$ cat src/include/rv_params.svh
`ifndef RV_PARAMS_SVH
`define RV_PARAMS_SVH

// -------------------- Widths
`define XLEN       32
`define REG_ADDR_W 4    // RV32E, 16 registers
`define CSR_IDX_W  3
`define ALU_OP_W   4
`define LD_KIND_W  3
`define ST_KIND_W  2

// -------------------- Opcodes
`define OP_IMM    7'b0010011
`define OP_BRANCH 7'b1100011
`define OP_LOAD   7'b0000011
`define OP_STORE  7'b0100011
`define OP_JAL    7'b1101111
`define OP_JALR   7'b1100111
`define OP_SYSTEM 7'b1110011
`define OP_REG    7'b0110011
`define OP_LUI    7'b0110111
`define OP_AUIPC  7'b0010111
`define OP_FENCE  7'b0001111

// -------------------- Funct3 codes
`define F3_PRIV  3'b000
`define F3_CSRRW 3'b001
`define F3_CSRRS 3'b010
`define F3_SR    3'b101  // SRL/SRA, funct7[5] picks one

// -------------------- ALU codes, R-type ops use {funct7[5], funct3}
`define ALU_ADD 4'b0000
`define ALU_OR  4'b0110
`define ALU_EQ  4'b1001
`define ALU_NEQ 4'b1010
`define ALU_LT  4'b1011
`define ALU_GE  4'b1100
`define ALU_LTU 4'b1110
`define ALU_GEU 4'b1111

// -------------------- Load and store kinds
`define LD_NONE 3'd0
`define LD_B    3'd1
`define LD_H    3'd2
`define LD_W    3'd3
`define LD_BU   3'd4
`define LD_HU   3'd5
`define ST_NONE 2'd0
`define ST_B    2'd1
`define ST_H    2'd2
`define ST_W    2'd3

// -------------------- System immediates
`define IMM_ECALL  12'h000
`define IMM_EBREAK 12'h001
`define IMM_MRET   12'h302

// -------------------- CSR numbers and compressed indices
`define CSR_ADDR_MSTATUS   12'h300
`define CSR_ADDR_MTVEC     12'h305
`define CSR_ADDR_MEPC      12'h341
`define CSR_ADDR_MCAUSE    12'h342
`define CSR_ADDR_MVENDORID 12'hf11
`define CSR_ADDR_MARCHID   12'hf12

`define CSR_NONE      3'd0
`define CSR_MSTATUS   3'd1
`define CSR_MTVEC     3'd2
`define CSR_MEPC      3'd3
`define CSR_MCAUSE    3'd4
`define CSR_MVENDORID 3'd5
`define CSR_MARCHID   3'd6

`define MVENDORID_VAL 32'h5256_3345
`define MARCHID_VAL   32'h0000_0019

`endif

$ cat src/verilog/core_pkg.sv
`include "rv_params.svh"

package core_pkg;

	// -------------------- Basic words
	typedef logic [`XLEN-1:0]       xlen_t;
	typedef logic [`REG_ADDR_W-1:0] reg_addr_t;
	typedef logic [`CSR_IDX_W-1:0]  csr_idx_t;   // Zero means no CSR
	typedef logic [`ALU_OP_W-1:0]   alu_op_t;
	typedef logic [`LD_KIND_W-1:0]  mem_rd_t;
	typedef logic [`ST_KIND_W-1:0]  mem_wr_t;

	// -------------------- Pipeline records
	typedef struct packed {
		reg_addr_t rd;
		logic      rd_we;
		csr_idx_t  csr;
		logic      csr_we;
	} pipe_dest_t;   // Destination of one in-flight stage

	typedef struct packed {
		xlen_t data;
		logic  valid;   // Data is final
	} fwd_t;

	typedef struct packed {
		reg_addr_t rd;
		logic      rd_we;
		xlen_t     rd_data;
		csr_idx_t  csr;
		logic      csr_we;
		xlen_t     csr_data;
	} wb_write_t;

	typedef struct packed {
		xlen_t     pc;
		xlen_t     src1;
		xlen_t     src2;
		xlen_t     store_data;
		xlen_t     imm;
		reg_addr_t rd;
		alu_op_t   alu_op;
		logic      reg_we;
		mem_rd_t   mem_rd;
		mem_wr_t   mem_wr;
		csr_idx_t  csr_rd;
		csr_idx_t  csr_wr;
		logic      csr_we;
		logic      is_jump;
		logic      is_jalr;
		logic      ecall;
		logic      ebreak;
		logic      mret;
		logic      fence_i;
	} dec_bundle_t;   // To EXU

	typedef struct packed {
		reg_addr_t rs1;
		reg_addr_t rs2;
		logic      use_rs1;
		logic      use_rs2;
		csr_idx_t  csr_rd;
		logic      use_csr;
	} dec_ctrl_t;   // Decoder to hazard unit

endpackage

$ cat src/verilog/inst_decoder.sv
`timescale 1ns/1ps
`include "rv_params.svh"

module inst_decoder import core_pkg::*; (
	input  xlen_t       inst,
	input  xlen_t       pc,
	input  xlen_t       rs1_val,
	input  xlen_t       rs2_val,
	input  xlen_t       csr_val,
	output dec_ctrl_t   ctrl,
	output dec_bundle_t bundle
);

	logic [6:0]  opcode;
	logic [2:0]  funct3;
	logic        funct7_5;
	logic [11:0] sys_imm;
	xlen_t       imm_i, imm_s, imm_b, imm_u, imm_j;
	csr_idx_t    csr_map;
	logic        is_priv;

	assign opcode   = inst[6:0];
	assign funct3   = inst[14:12];
	assign funct7_5 = inst[30];
	assign sys_imm  = inst[31:20];
	assign is_priv  = (opcode == `OP_SYSTEM) && (funct3 == `F3_PRIV);

	// -------------------- Immediates
	assign imm_i = {{20{inst[31]}}, inst[31:20]};
	assign imm_s = {{20{inst[31]}}, inst[31:25], inst[11:7]};
	assign imm_b = {{20{inst[31]}}, inst[7], inst[30:25], inst[11:8], 1'b0};
	assign imm_u = {inst[31:12], 12'b0};
	assign imm_j = {{12{inst[31]}}, inst[19:12], inst[20], inst[30:21], 1'b0};

	always_comb begin
		case (sys_imm)   // CSR number to compressed index
			`CSR_ADDR_MSTATUS:   csr_map = `CSR_MSTATUS;
			`CSR_ADDR_MTVEC:     csr_map = `CSR_MTVEC;
			`CSR_ADDR_MEPC:      csr_map = `CSR_MEPC;
			`CSR_ADDR_MCAUSE:    csr_map = `CSR_MCAUSE;
			`CSR_ADDR_MVENDORID: csr_map = `CSR_MVENDORID;
			`CSR_ADDR_MARCHID:   csr_map = `CSR_MARCHID;
			default:             csr_map = `CSR_NONE;
		endcase
	end

	// -------------------- Control bundle
	always_comb begin
		bundle            = '0;
		bundle.pc         = pc;
		bundle.rd         = inst[10:7];
		bundle.src1       = rs1_val;
		bundle.src2       = rs2_val;
		bundle.store_data = rs2_val;
		bundle.alu_op     = `ALU_ADD;
		bundle.mem_rd     = `LD_NONE;
		bundle.mem_wr     = `ST_NONE;
		ctrl              = '0;
		ctrl.rs1          = inst[18:15];   // RV32E uses the low 4 bits
		ctrl.rs2          = inst[23:20];

		if (is_priv && sys_imm == `IMM_ECALL) begin
			bundle.csr_rd = `CSR_MTVEC;   // Jump target
			bundle.csr_wr = `CSR_MEPC;
		end else if (is_priv && sys_imm == `IMM_MRET) begin
			bundle.csr_rd = `CSR_MEPC;
			bundle.csr_wr = `CSR_NONE;
		end else if (opcode == `OP_SYSTEM) begin
			bundle.csr_rd = csr_map;
			bundle.csr_wr = csr_map;
		end

		case (opcode)
			`OP_IMM: begin
				bundle.imm    = imm_i;
				bundle.src2   = imm_i;
				bundle.reg_we = 1'b1;
				bundle.alu_op = {(funct3 == `F3_SR) ? funct7_5 : 1'b0, funct3};
				ctrl.use_rs1  = 1'b1;
			end
			`OP_REG: begin
				bundle.reg_we = 1'b1;
				bundle.alu_op = {funct7_5, funct3};   // ADD/SUB, SRL/SRA split
				ctrl.use_rs1  = 1'b1;
				ctrl.use_rs2  = 1'b1;
			end
			`OP_BRANCH: begin
				bundle.imm   = imm_b;
				ctrl.use_rs1 = 1'b1;
				ctrl.use_rs2 = 1'b1;
				case (funct3)
					3'b000:  bundle.alu_op = `ALU_EQ;
					3'b001:  bundle.alu_op = `ALU_NEQ;
					3'b100:  bundle.alu_op = `ALU_LT;
					3'b101:  bundle.alu_op = `ALU_GE;
					3'b110:  bundle.alu_op = `ALU_LTU;
					3'b111:  bundle.alu_op = `ALU_GEU;
					default: bundle.alu_op = `ALU_ADD;
				endcase
			end
			`OP_LOAD: begin
				bundle.imm    = imm_i;
				bundle.src2   = imm_i;   // Address = rs1 + imm
				bundle.reg_we = 1'b1;
				ctrl.use_rs1  = 1'b1;
				case (funct3)
					3'b000:  bundle.mem_rd = `LD_B;
					3'b001:  bundle.mem_rd = `LD_H;
					3'b010:  bundle.mem_rd = `LD_W;
					3'b100:  bundle.mem_rd = `LD_BU;
					3'b101:  bundle.mem_rd = `LD_HU;
					default: bundle.mem_rd = `LD_NONE;
				endcase
			end
			`OP_STORE: begin
				bundle.imm   = imm_s;
				bundle.src2  = imm_s;
				ctrl.use_rs1 = 1'b1;
				ctrl.use_rs2 = 1'b1;   // Store data
				case (funct3)
					3'b000:  bundle.mem_wr = `ST_B;
					3'b001:  bundle.mem_wr = `ST_H;
					3'b010:  bundle.mem_wr = `ST_W;
					default: bundle.mem_wr = `ST_NONE;
				endcase
			end
			`OP_JAL: begin
				bundle.imm     = imm_j;
				bundle.src1    = pc;
				bundle.src2    = imm_j;
				bundle.reg_we  = 1'b1;
				bundle.is_jump = 1'b1;
				bundle.is_jalr = 1'b1;   // Target computed by the ALU
			end
			`OP_JALR: begin
				bundle.imm     = imm_i;
				bundle.src2    = imm_i;
				bundle.reg_we  = 1'b1;
				bundle.is_jump = 1'b1;
				bundle.is_jalr = 1'b1;
				ctrl.use_rs1   = 1'b1;
			end
			`OP_LUI: begin
				bundle.imm    = imm_u;
				bundle.src1   = '0;
				bundle.src2   = imm_u;
				bundle.reg_we = 1'b1;
			end
			`OP_AUIPC: begin
				bundle.imm    = imm_u;
				bundle.src1   = pc;
				bundle.src2   = imm_u;
				bundle.reg_we = 1'b1;
			end
			`OP_FENCE: begin
				bundle.imm     = 32'd4;   // Refetch at pc + 4
				bundle.fence_i = 1'b1;
			end
			`OP_SYSTEM: begin
				bundle.imm = imm_i;
				case (funct3)
					`F3_PRIV: begin
						if (sys_imm == `IMM_EBREAK) begin
							bundle.ebreak = 1'b1;
						end else if (sys_imm == `IMM_ECALL) begin
							bundle.ecall   = 1'b1;
							bundle.csr_we  = 1'b1;   // Saves pc into mepc
							bundle.is_jalr = 1'b1;
							bundle.src1    = csr_val;
							bundle.src2    = '0;
							ctrl.use_csr   = 1'b1;
						end else if (sys_imm == `IMM_MRET) begin
							bundle.mret = 1'b1;
							bundle.src1 = csr_val;
							bundle.src2 = '0;
							ctrl.use_csr = 1'b1;
						end
					end
					`F3_CSRRW: begin
						bundle.csr_we = 1'b1;
						bundle.src2   = '0;   // CSR gets rs1 + 0
						ctrl.use_rs1  = 1'b1;
					end
					`F3_CSRRS: begin
						bundle.reg_we = 1'b1;
						bundle.src2   = csr_val;
						bundle.alu_op = `ALU_OR;
						ctrl.use_rs1  = 1'b1;
						ctrl.use_csr  = 1'b1;
					end
					default: bundle.alu_op = `ALU_ADD;
				endcase
			end
			default: bundle.imm = '0;
		endcase

		ctrl.csr_rd = bundle.csr_rd;
	end

endmodule

$ cat src/verilog/operand_forward.sv
`timescale 1ns/1ps

module operand_forward import core_pkg::*; (
	input  dec_ctrl_t  ctrl,
	input  pipe_dest_t exu_dest,
	input  pipe_dest_t lsu_dest,
	input  pipe_dest_t wbu_dest,
	input  fwd_t       exu_fwd,
	input  fwd_t       lsu_fwd,
	input  fwd_t       wbu_fwd,
	input  xlen_t      rs1_reg,
	input  xlen_t      rs2_reg,
	output xlen_t      rs1_val,
	output xlen_t      rs2_val,
	output logic       stall
);

	pipe_dest_t [2:0] dest;
	fwd_t       [2:0] fwd;
	logic       [2:0] hit1;   // Bit 0 is EXU, bit 2 is WBU
	logic       [2:0] hit2;
	logic       [2:0] csr_hit;
	logic       [2:0] ready;

	assign dest = {wbu_dest, lsu_dest, exu_dest};
	assign fwd  = {wbu_fwd, lsu_fwd, exu_fwd};

	// -------------------- RAW matching
	always_comb begin
		for (int i = 0; i < 3; i++) begin
			hit1[i]    = dest[i].rd_we && (dest[i].rd == ctrl.rs1) && (|ctrl.rs1);
			hit2[i]    = dest[i].rd_we && (dest[i].rd == ctrl.rs2) && (|ctrl.rs2);
			csr_hit[i] = dest[i].csr_we && (dest[i].csr == ctrl.csr_rd);
			ready[i]   = fwd[i].valid;
		end
	end

	// -------------------- Forwarding muxes
	always_comb begin
		rs1_val = rs1_reg;
		rs2_val = rs2_reg;
		for (int i = 2; i >= 0; i--) begin   // Oldest first, EXU overrides last
			if (hit1[i] && ready[i])
				rs1_val = fwd[i].data;
			if (hit2[i] && ready[i])
				rs2_val = fwd[i].data;
		end
	end

	// CSRs are never forwarded, any pending write stalls
	assign stall = (ctrl.use_rs1 && |(hit1 & ~ready)) ||
	               (ctrl.use_rs2 && |(hit2 & ~ready)) ||
	               (ctrl.use_csr && (|ctrl.csr_rd) && (|csr_hit));

endmodule

$ cat src/verilog/reg_file.sv
`timescale 1ns/1ps

module reg_file import core_pkg::*; #(
	parameter int NREGS = 16
) (
	input  logic      clk,
	input  logic      arst_n,
	input  reg_addr_t ra1,
	input  reg_addr_t ra2,
	output xlen_t     rd1,
	output xlen_t     rd2,
	input  wb_write_t w
);

	xlen_t regs [NREGS];

	always_ff @(posedge clk or negedge arst_n) begin
		if (!arst_n) begin
			for (int i = 0; i < NREGS; i++)
				regs[i] <= '0;
		end else if (w.rd_we && (|w.rd)) begin   // x0 ignores writes
			regs[w.rd] <= w.rd_data;
		end
	end

	assign rd1 = (|ra1) ? regs[ra1] : '0;
	assign rd2 = (|ra2) ? regs[ra2] : '0;

endmodule

$ cat src/verilog/csr_file.sv
`timescale 1ns/1ps
`include "rv_params.svh"

module csr_file import core_pkg::*; (
	input  logic      clk,
	input  logic      arst_n,
	input  csr_idx_t  ridx,
	output xlen_t     rdata,
	input  wb_write_t w
);

	xlen_t mstatus;
	xlen_t mtvec;
	xlen_t mepc;
	xlen_t mcause;

	// -------------------- Write port
	always_ff @(posedge clk or negedge arst_n) begin
		if (!arst_n) begin
			mstatus <= '0;
			mtvec   <= '0;
			mepc    <= '0;
			mcause  <= '0;
		end else if (w.csr_we) begin
			case (w.csr)
				`CSR_MSTATUS: mstatus <= w.csr_data;
				`CSR_MTVEC:   mtvec   <= w.csr_data;
				`CSR_MEPC:    mepc    <= w.csr_data;
				`CSR_MCAUSE:  mcause  <= w.csr_data;
				default:      ;   // Identity CSRs are read-only
			endcase
		end
	end

	// -------------------- Read port
	always_comb begin
		case (ridx)
			`CSR_MSTATUS:   rdata = mstatus;
			`CSR_MTVEC:     rdata = mtvec;
			`CSR_MEPC:      rdata = mepc;
			`CSR_MCAUSE:    rdata = mcause;
			`CSR_MVENDORID: rdata = `MVENDORID_VAL;
			`CSR_MARCHID:   rdata = `MARCHID_VAL;
			default:        rdata = '0;
		endcase
	end

endmodule

$ cat src/verilog/id_stage.sv
`timescale 1ns/1ps

module id_stage import core_pkg::*; (
	input  logic        clk,
	input  logic        arst_n,
	// -------------------- From IFU
	input  xlen_t       inst,
	input  xlen_t       pc,
	input  logic        in_valid,
	output logic        in_ready,
	// -------------------- To EXU
	output dec_bundle_t bundle,
	output logic        out_valid,
	input  logic        out_ready,
	// -------------------- Hazard and forwarding
	input  pipe_dest_t  exu_dest,
	input  pipe_dest_t  lsu_dest,
	input  pipe_dest_t  wbu_dest,
	input  fwd_t        exu_fwd,
	input  fwd_t        lsu_fwd,
	input  fwd_t        wbu_fwd,
	// -------------------- Write-back
	input  wb_write_t   wb
);

	dec_ctrl_t ctrl;
	xlen_t     rs1_reg;
	xlen_t     rs2_reg;
	xlen_t     rs1_val;
	xlen_t     rs2_val;
	xlen_t     csr_val;
	logic      stall;

	inst_decoder dec_i (
		.inst    (inst),
		.pc      (pc),
		.rs1_val (rs1_val),
		.rs2_val (rs2_val),
		.csr_val (csr_val),
		.ctrl    (ctrl),
		.bundle  (bundle)
	);

	operand_forward fwd_i (
		.ctrl     (ctrl),
		.exu_dest (exu_dest),
		.lsu_dest (lsu_dest),
		.wbu_dest (wbu_dest),
		.exu_fwd  (exu_fwd),
		.lsu_fwd  (lsu_fwd),
		.wbu_fwd  (wbu_fwd),
		.rs1_reg  (rs1_reg),
		.rs2_reg  (rs2_reg),
		.rs1_val  (rs1_val),
		.rs2_val  (rs2_val),
		.stall    (stall)
	);

	reg_file #(
		.NREGS (16)
	) rf_i (
		.clk    (clk),
		.arst_n (arst_n),
		.ra1    (ctrl.rs1),
		.ra2    (ctrl.rs2),
		.rd1    (rs1_reg),
		.rd2    (rs2_reg),
		.w      (wb)
	);

	csr_file csr_i (
		.clk    (clk),
		.arst_n (arst_n),
		.ridx   (ctrl.csr_rd),
		.rdata  (csr_val),
		.w      (wb)
	);

	assign in_ready  = out_ready && !stall;   // Hold IFU while a hazard is open
	assign out_valid = in_valid && out_ready && !stall;

endmodule

$ cat config.mk
export PLATFORM = sky130hd
export DESIGN_NAME = id_stage
export DESIGN_NICKNAME = d
export VERILOG_FILES = /design/src/verilog/core_pkg.sv /design/src/verilog/inst_decoder.sv /design/src/verilog/operand_forward.sv /design/src/verilog/reg_file.sv /design/src/verilog/csr_file.sv /design/src/verilog/id_stage.sv
export VERILOG_INCLUDE_DIRS = /design/src /design/src/include
export SDC_FILE = /design/constraint.sdc
export NUM_CORES = 1
export LEC_CHECK = 0
export BUFFER_PORTS_ARGS = -buffer_cell sky130_fd_sc_hd__buf_2
export CORE_AREA = 2 2 244 246
export DETAILED_ROUTE_END_ITERATION = 10
export DIE_AREA = 0 0 246 248
export MAX_ROUTING_LAYER = met4
export PLACE_DENSITY = 0.95
export RECOVER_POWER = 100
export SLEW_MARGIN = 30
export SYNTH_ARGS = -nofsm -noshare
export SYNTH_HDL_FRONTEND = slang
export SYNTH_SLANG_ARGS = --single-unit
$ cat constraint.sdc
create_clock -name clk -period 7.4 [get_ports clk]
set_input_delay 0 -clock clk [delete_from_list [all_inputs] [get_ports clk]]
set_output_delay 0 -clock clk [all_outputs]
set_load 0.02 [all_outputs]
==> results.tsv <==
stage	metric	value	unit
power_and_ir_drop	switchingPower	3.847	mW
clock_network	cts.sinks	640	
sta	slew_headroom	-1.742	
routing	wl	151.0	mm
worst_setup_path	critPathRequiredTime	7.40	ns
die	die_width	246	µm
routing	dr.first_iter.drc_count	4813	
die	fp.dieH	248	µm
sta	rsz0062_at_grt	no	
synthesis	synth_cell_types	76	
synthesis	ys_async_sr_fraction	1.000	
sta	timing.final.crit_share	0.7666	
clock_network	cts_htree_levels	3	
power_and_ir_drop	leakage	17.44	nW
sta	post-route-min-period	5.673	ns
synthesis	syn_area_per_cell	13.26	µm²
synthesis	synthesis.nets	3050	
die	ios	456	
worst_setup_path	cp_slowest_cell	clkbuf_1	
clock_network	clk_path_buf_depth	3	
placement	gp_congestion	1.038	
sta	finalMaxSlewViolations	1106	
worst_setup_path	critPathMaxStageDelay	2.17	ns
routing	antenna_left	0	
finish	nNetsFinal	3372	
placement	post-place-ws	3.271	ns
worst_setup_path	worstSetupPathType	in2out	
outcome	status	finished with violations	
worst_setup_path	rr_endpoint	rf_i.regs[117]$_DFFE_PN0P_	
power_and_ir_drop	p_seq_frac	0.423	
routing	dr.pass1.iters	8	
routing	vias	30915	
power_and_ir_drop	swShare	0.3290	
sta	fin_ws	1.727	ns
clock_network	cts_buffers	67	
worst_setup_path	cp_num_buf_inv	4	
clock_network	cts_tree	yes	
clock_network	clk_latency	0.62	ns
global_route	grt-ovfl-total	0	
sta	hold_violations	0	
placement	dp_hpwl	98.14	mm
worst_setup_path	crit_arrival	5.67	ns
finish	final_util	0.7172	
routing	post_drt_wl_per_cell	38.12	µm
synthesis	synth_top_family_by_area	multiplexers	
global_route	grt_pass1_wl	214.2	mm
global_route	gr-usage-all-layers	0.5110	
finish	drive_gt1_frac	0.4265	
sta	setup_viol	0	
worst_setup_path	path_max_fanout	29	
synthesis	synth_cells	2783	
synthesis	synth-simple-area-share	0.05696	
synthesis	synth_seq_cells	640	
global_route	antenna_found_initial	30	
finish	area_growth	13.61	%
power_and_ir_drop	vdd_drop_max	0.2265	mV
finish	final_cell_mix	dfrtp_1 (640), mux2_2 (579), mux4_2 (307)	
worst_setup_path	regToRegStartpoint	rf_i.regs[117]$_DFFE_PN0P_	
power_and_ir_drop	p_int	7.846	mW
power_and_ir_drop	combPwrFrac	0.282	
outcome	violations	capacitance limit, slew limit	
synthesis	synth.area.mux_share	0.3813	
flow_run	maxCapViolations	32	
global_route	grt_max_degree	163	
clock_network	cts-resized-gates	0	
synthesis	ys_seq_area_frac	0.4340	
worst_setup_path	cp-end-kind	output port	
clock_network	root_buffer	clkbuf_16	
synthesis	ys.flop_type	dfrtp_1	
power_and_ir_drop	power.total	11.69	mW
synthesis	synth_fa_ha_area_frac	0	
sta	worst_pin_slew	4.113	ns
min_path	hold_path_class	in2async	
clock_network	clk_pin_slew	0.06	ns
sta	tns	0	ns
worst_setup_path	ff2ff_setup_slack	6.46	ns
die	start_util	0.6312	
worst_setup_path	start_kind	input port	
synthesis	netlist_area	36900	µm²
die	rows	89	
routing	drc	0	
synthesis	synth_compound_area_frac	0.08015	
synthesis	synthXorXnorAreaFrac	0.006408	
sta	timing.fmax	0.1763	GHz
die	coreArea	58460	µm²
sta	clock_skew	0	ns
global_route	grt_pass1_vias	30949	
placement	portBuffers	455	
worst_setup_path	r2r_cells	1	
synthesis	synth_warnings	0	
finish	final_common_cell	dfrtp_1	
worst_setup_path	cp_top_family	buffers and inverters	
power_and_ir_drop	power_frac_clock	0.295	
routing	vias_per_cell	7.807	
power_and_ir_drop	power_density	278.9	nW/µm²
die	die_area	61010	µm²
synthesis	synth_edf_count	0	
worst_setup_path	path_cells	buf_4 -> clkbuf_1 -> nor3_1 -> o21ai_0 -> and2_1 -> buf_4 -> a221oi_1 -> o21ai_0 -> nand2_1 -> o211ai_1 -> buf_2	
-- power groups by stage --
stage          clock network, mW  registers, mW  logic [mW]
2_1_floorplan                  0           4.66        2.15
3_3_place_gp                   0           4.77        2.99
3_5_place_dp                   0           4.90        3.12
4_1_cts                     3.43           4.88        3.22
5_1_grt                     3.58           4.99        3.38
6_report                    3.45           4.95        3.29
-- logic make-up after synthesis --
| kind of cell | after synthesis |
|---|---|
| simple gates | 439 |
| buf+inv | 345 |
| mux | 945 |
| xor+xnor | 27 |
| compound gates | 387 |
| flops | 640 |
-- cell type report --
cell class,instances,area (µm²)
Tap cell,773,967.2
Sequential cell,640,16020
Fill cell,3843,16540
Clock inverter,23,256.5
Multi-Input combinational cell,1798,19440
Clock buffer,92,1923
Inverter,15,56.30
Antenna cell,36,90.09
Timing Repair Buffer,583,3177
-- how the worst max path moves through the flow --
stage | slack (ns) | depth (start not counted) | end | start
floorplan | 4.63 | 8 | bundle[121] | inst[20]
global placement | 3.36 | 12 | bundle[99] | inst[21]
detailed placement | 3.27 | 12 | bundle[99] | inst[21]
CTS | 3.28 | 12 | bundle[99] | inst[21]
global route | 1.48 | 9 | bundle[125] | inst[22]
finish | 1.73 | 11 | bundle[99] | inst[22]
-- through the flow --
stage,hold WS [ns],area [µm²],cells
6_report,0.03509,41930,3960
5_1_grt,0.1278,41910,3954
4_1_cts,0.07669,42270,3924
3_5_place_dp,0.1291,39440,3744
3_3_place_gp,0.1246,39420,3744
2_1_floorplan,-0.2956,36900,2783
-- flip-flops by register name (all words and copies together), names as in the netlist --
name,cells
csr_i.mepc,32
csr_i.mtvec,32
csr_i.mcause,32
rf_i.regs,512
csr_i.mstatus,32
-- cells in the mapped netlist (5+ instances only) --
| cell | n | share of area |
|---|---|---|
| dfrtp_1 | 640 | 0.43 |
| mux2_2 | 617 | 0.19 |
| mux4_2 | 307 | 0.19 |
| clkbuf_1 | 211 | 0.021 |
| nand2_1 | 188 | 0.019 |
| nor2_1 | 91 | 0.0093 |
| o21ai_0 | 54 | 0.0073 |
| a22oi_1 | 52 | 0.011 |
| buf_1 | 49 | 0.0050 |
| a21oi_1 | 47 | 0.0064 |
| o211ai_1 | 46 | 0.0094 |
| a221o_1 | 39 | 0.011 |
| buf_4 | 38 | 0.0077 |
| a221oi_1 | 26 | 0.0062 |
| buf_2 | 26 | 0.0035 |
| nand3_1 | 25 | 0.0034 |
| a22o_1 | 21 | 0.0050 |
| mux2i_1 | 21 | 0.0057 |
| nor3_1 | 20 | 0.0027 |
| a222oi_1 | 19 | 0.0052 |
| nand4_1 | 18 | 0.0031 |
| nor2b_1 | 16 | 0.0027 |
| xnor2_1 | 16 | 0.0038 |
| inv_1 | 14 | 0.0014 |
| nand2b_1 | 11 | 0.0019 |
| o21a_1 | 11 | 0.0022 |
| xor2_1 | 11 | 0.0026 |
| and2_1 | 9 | 0.0015 |
| and3_1 | 8 | 0.0014 |
| nor4_1 | 8 | 0.0014 |
| or3_1 | 8 | 0.0014 |
| o221ai_1 | 7 | 0.0017 |
| a41o_1 | 6 | 0.0016 |
| nand3b_1 | 6 | 0.0012 |
| a21boi_1 | 5 | 0.0010 |
| a31oi_1 | 5 | 0.00085 |
| buf_6 | 5 | 0.0015 |
| nand4b_1 | 5 | 0.0012 |
| nor4bb_1 | 5 | 0.0014 |
| o2111ai_1 | 5 | 0.0012 |
| o22ai_1 | 5 | 0.00085 |
| o2bb2ai_1 | 5 | 0.0012 |
-- what timing repair did --
| action | in CTS | in global routing |
|---|---|---|
| setup buffers | 0 | 0 |
| hold buffers | 65 | 0 |
| hold endpoints to repair | 711 | 0 |
-- layer usage --
layer  vias up  GRT usage  wire (µm)
met3       946     0.1853      21590
met4         0     0.3895      14310
met2      3205     0.7393      67260
li1      11417          -          -
met1     15347     0.5815      47820
met5         -          -          0
Power figures use the tool's default switching activity.
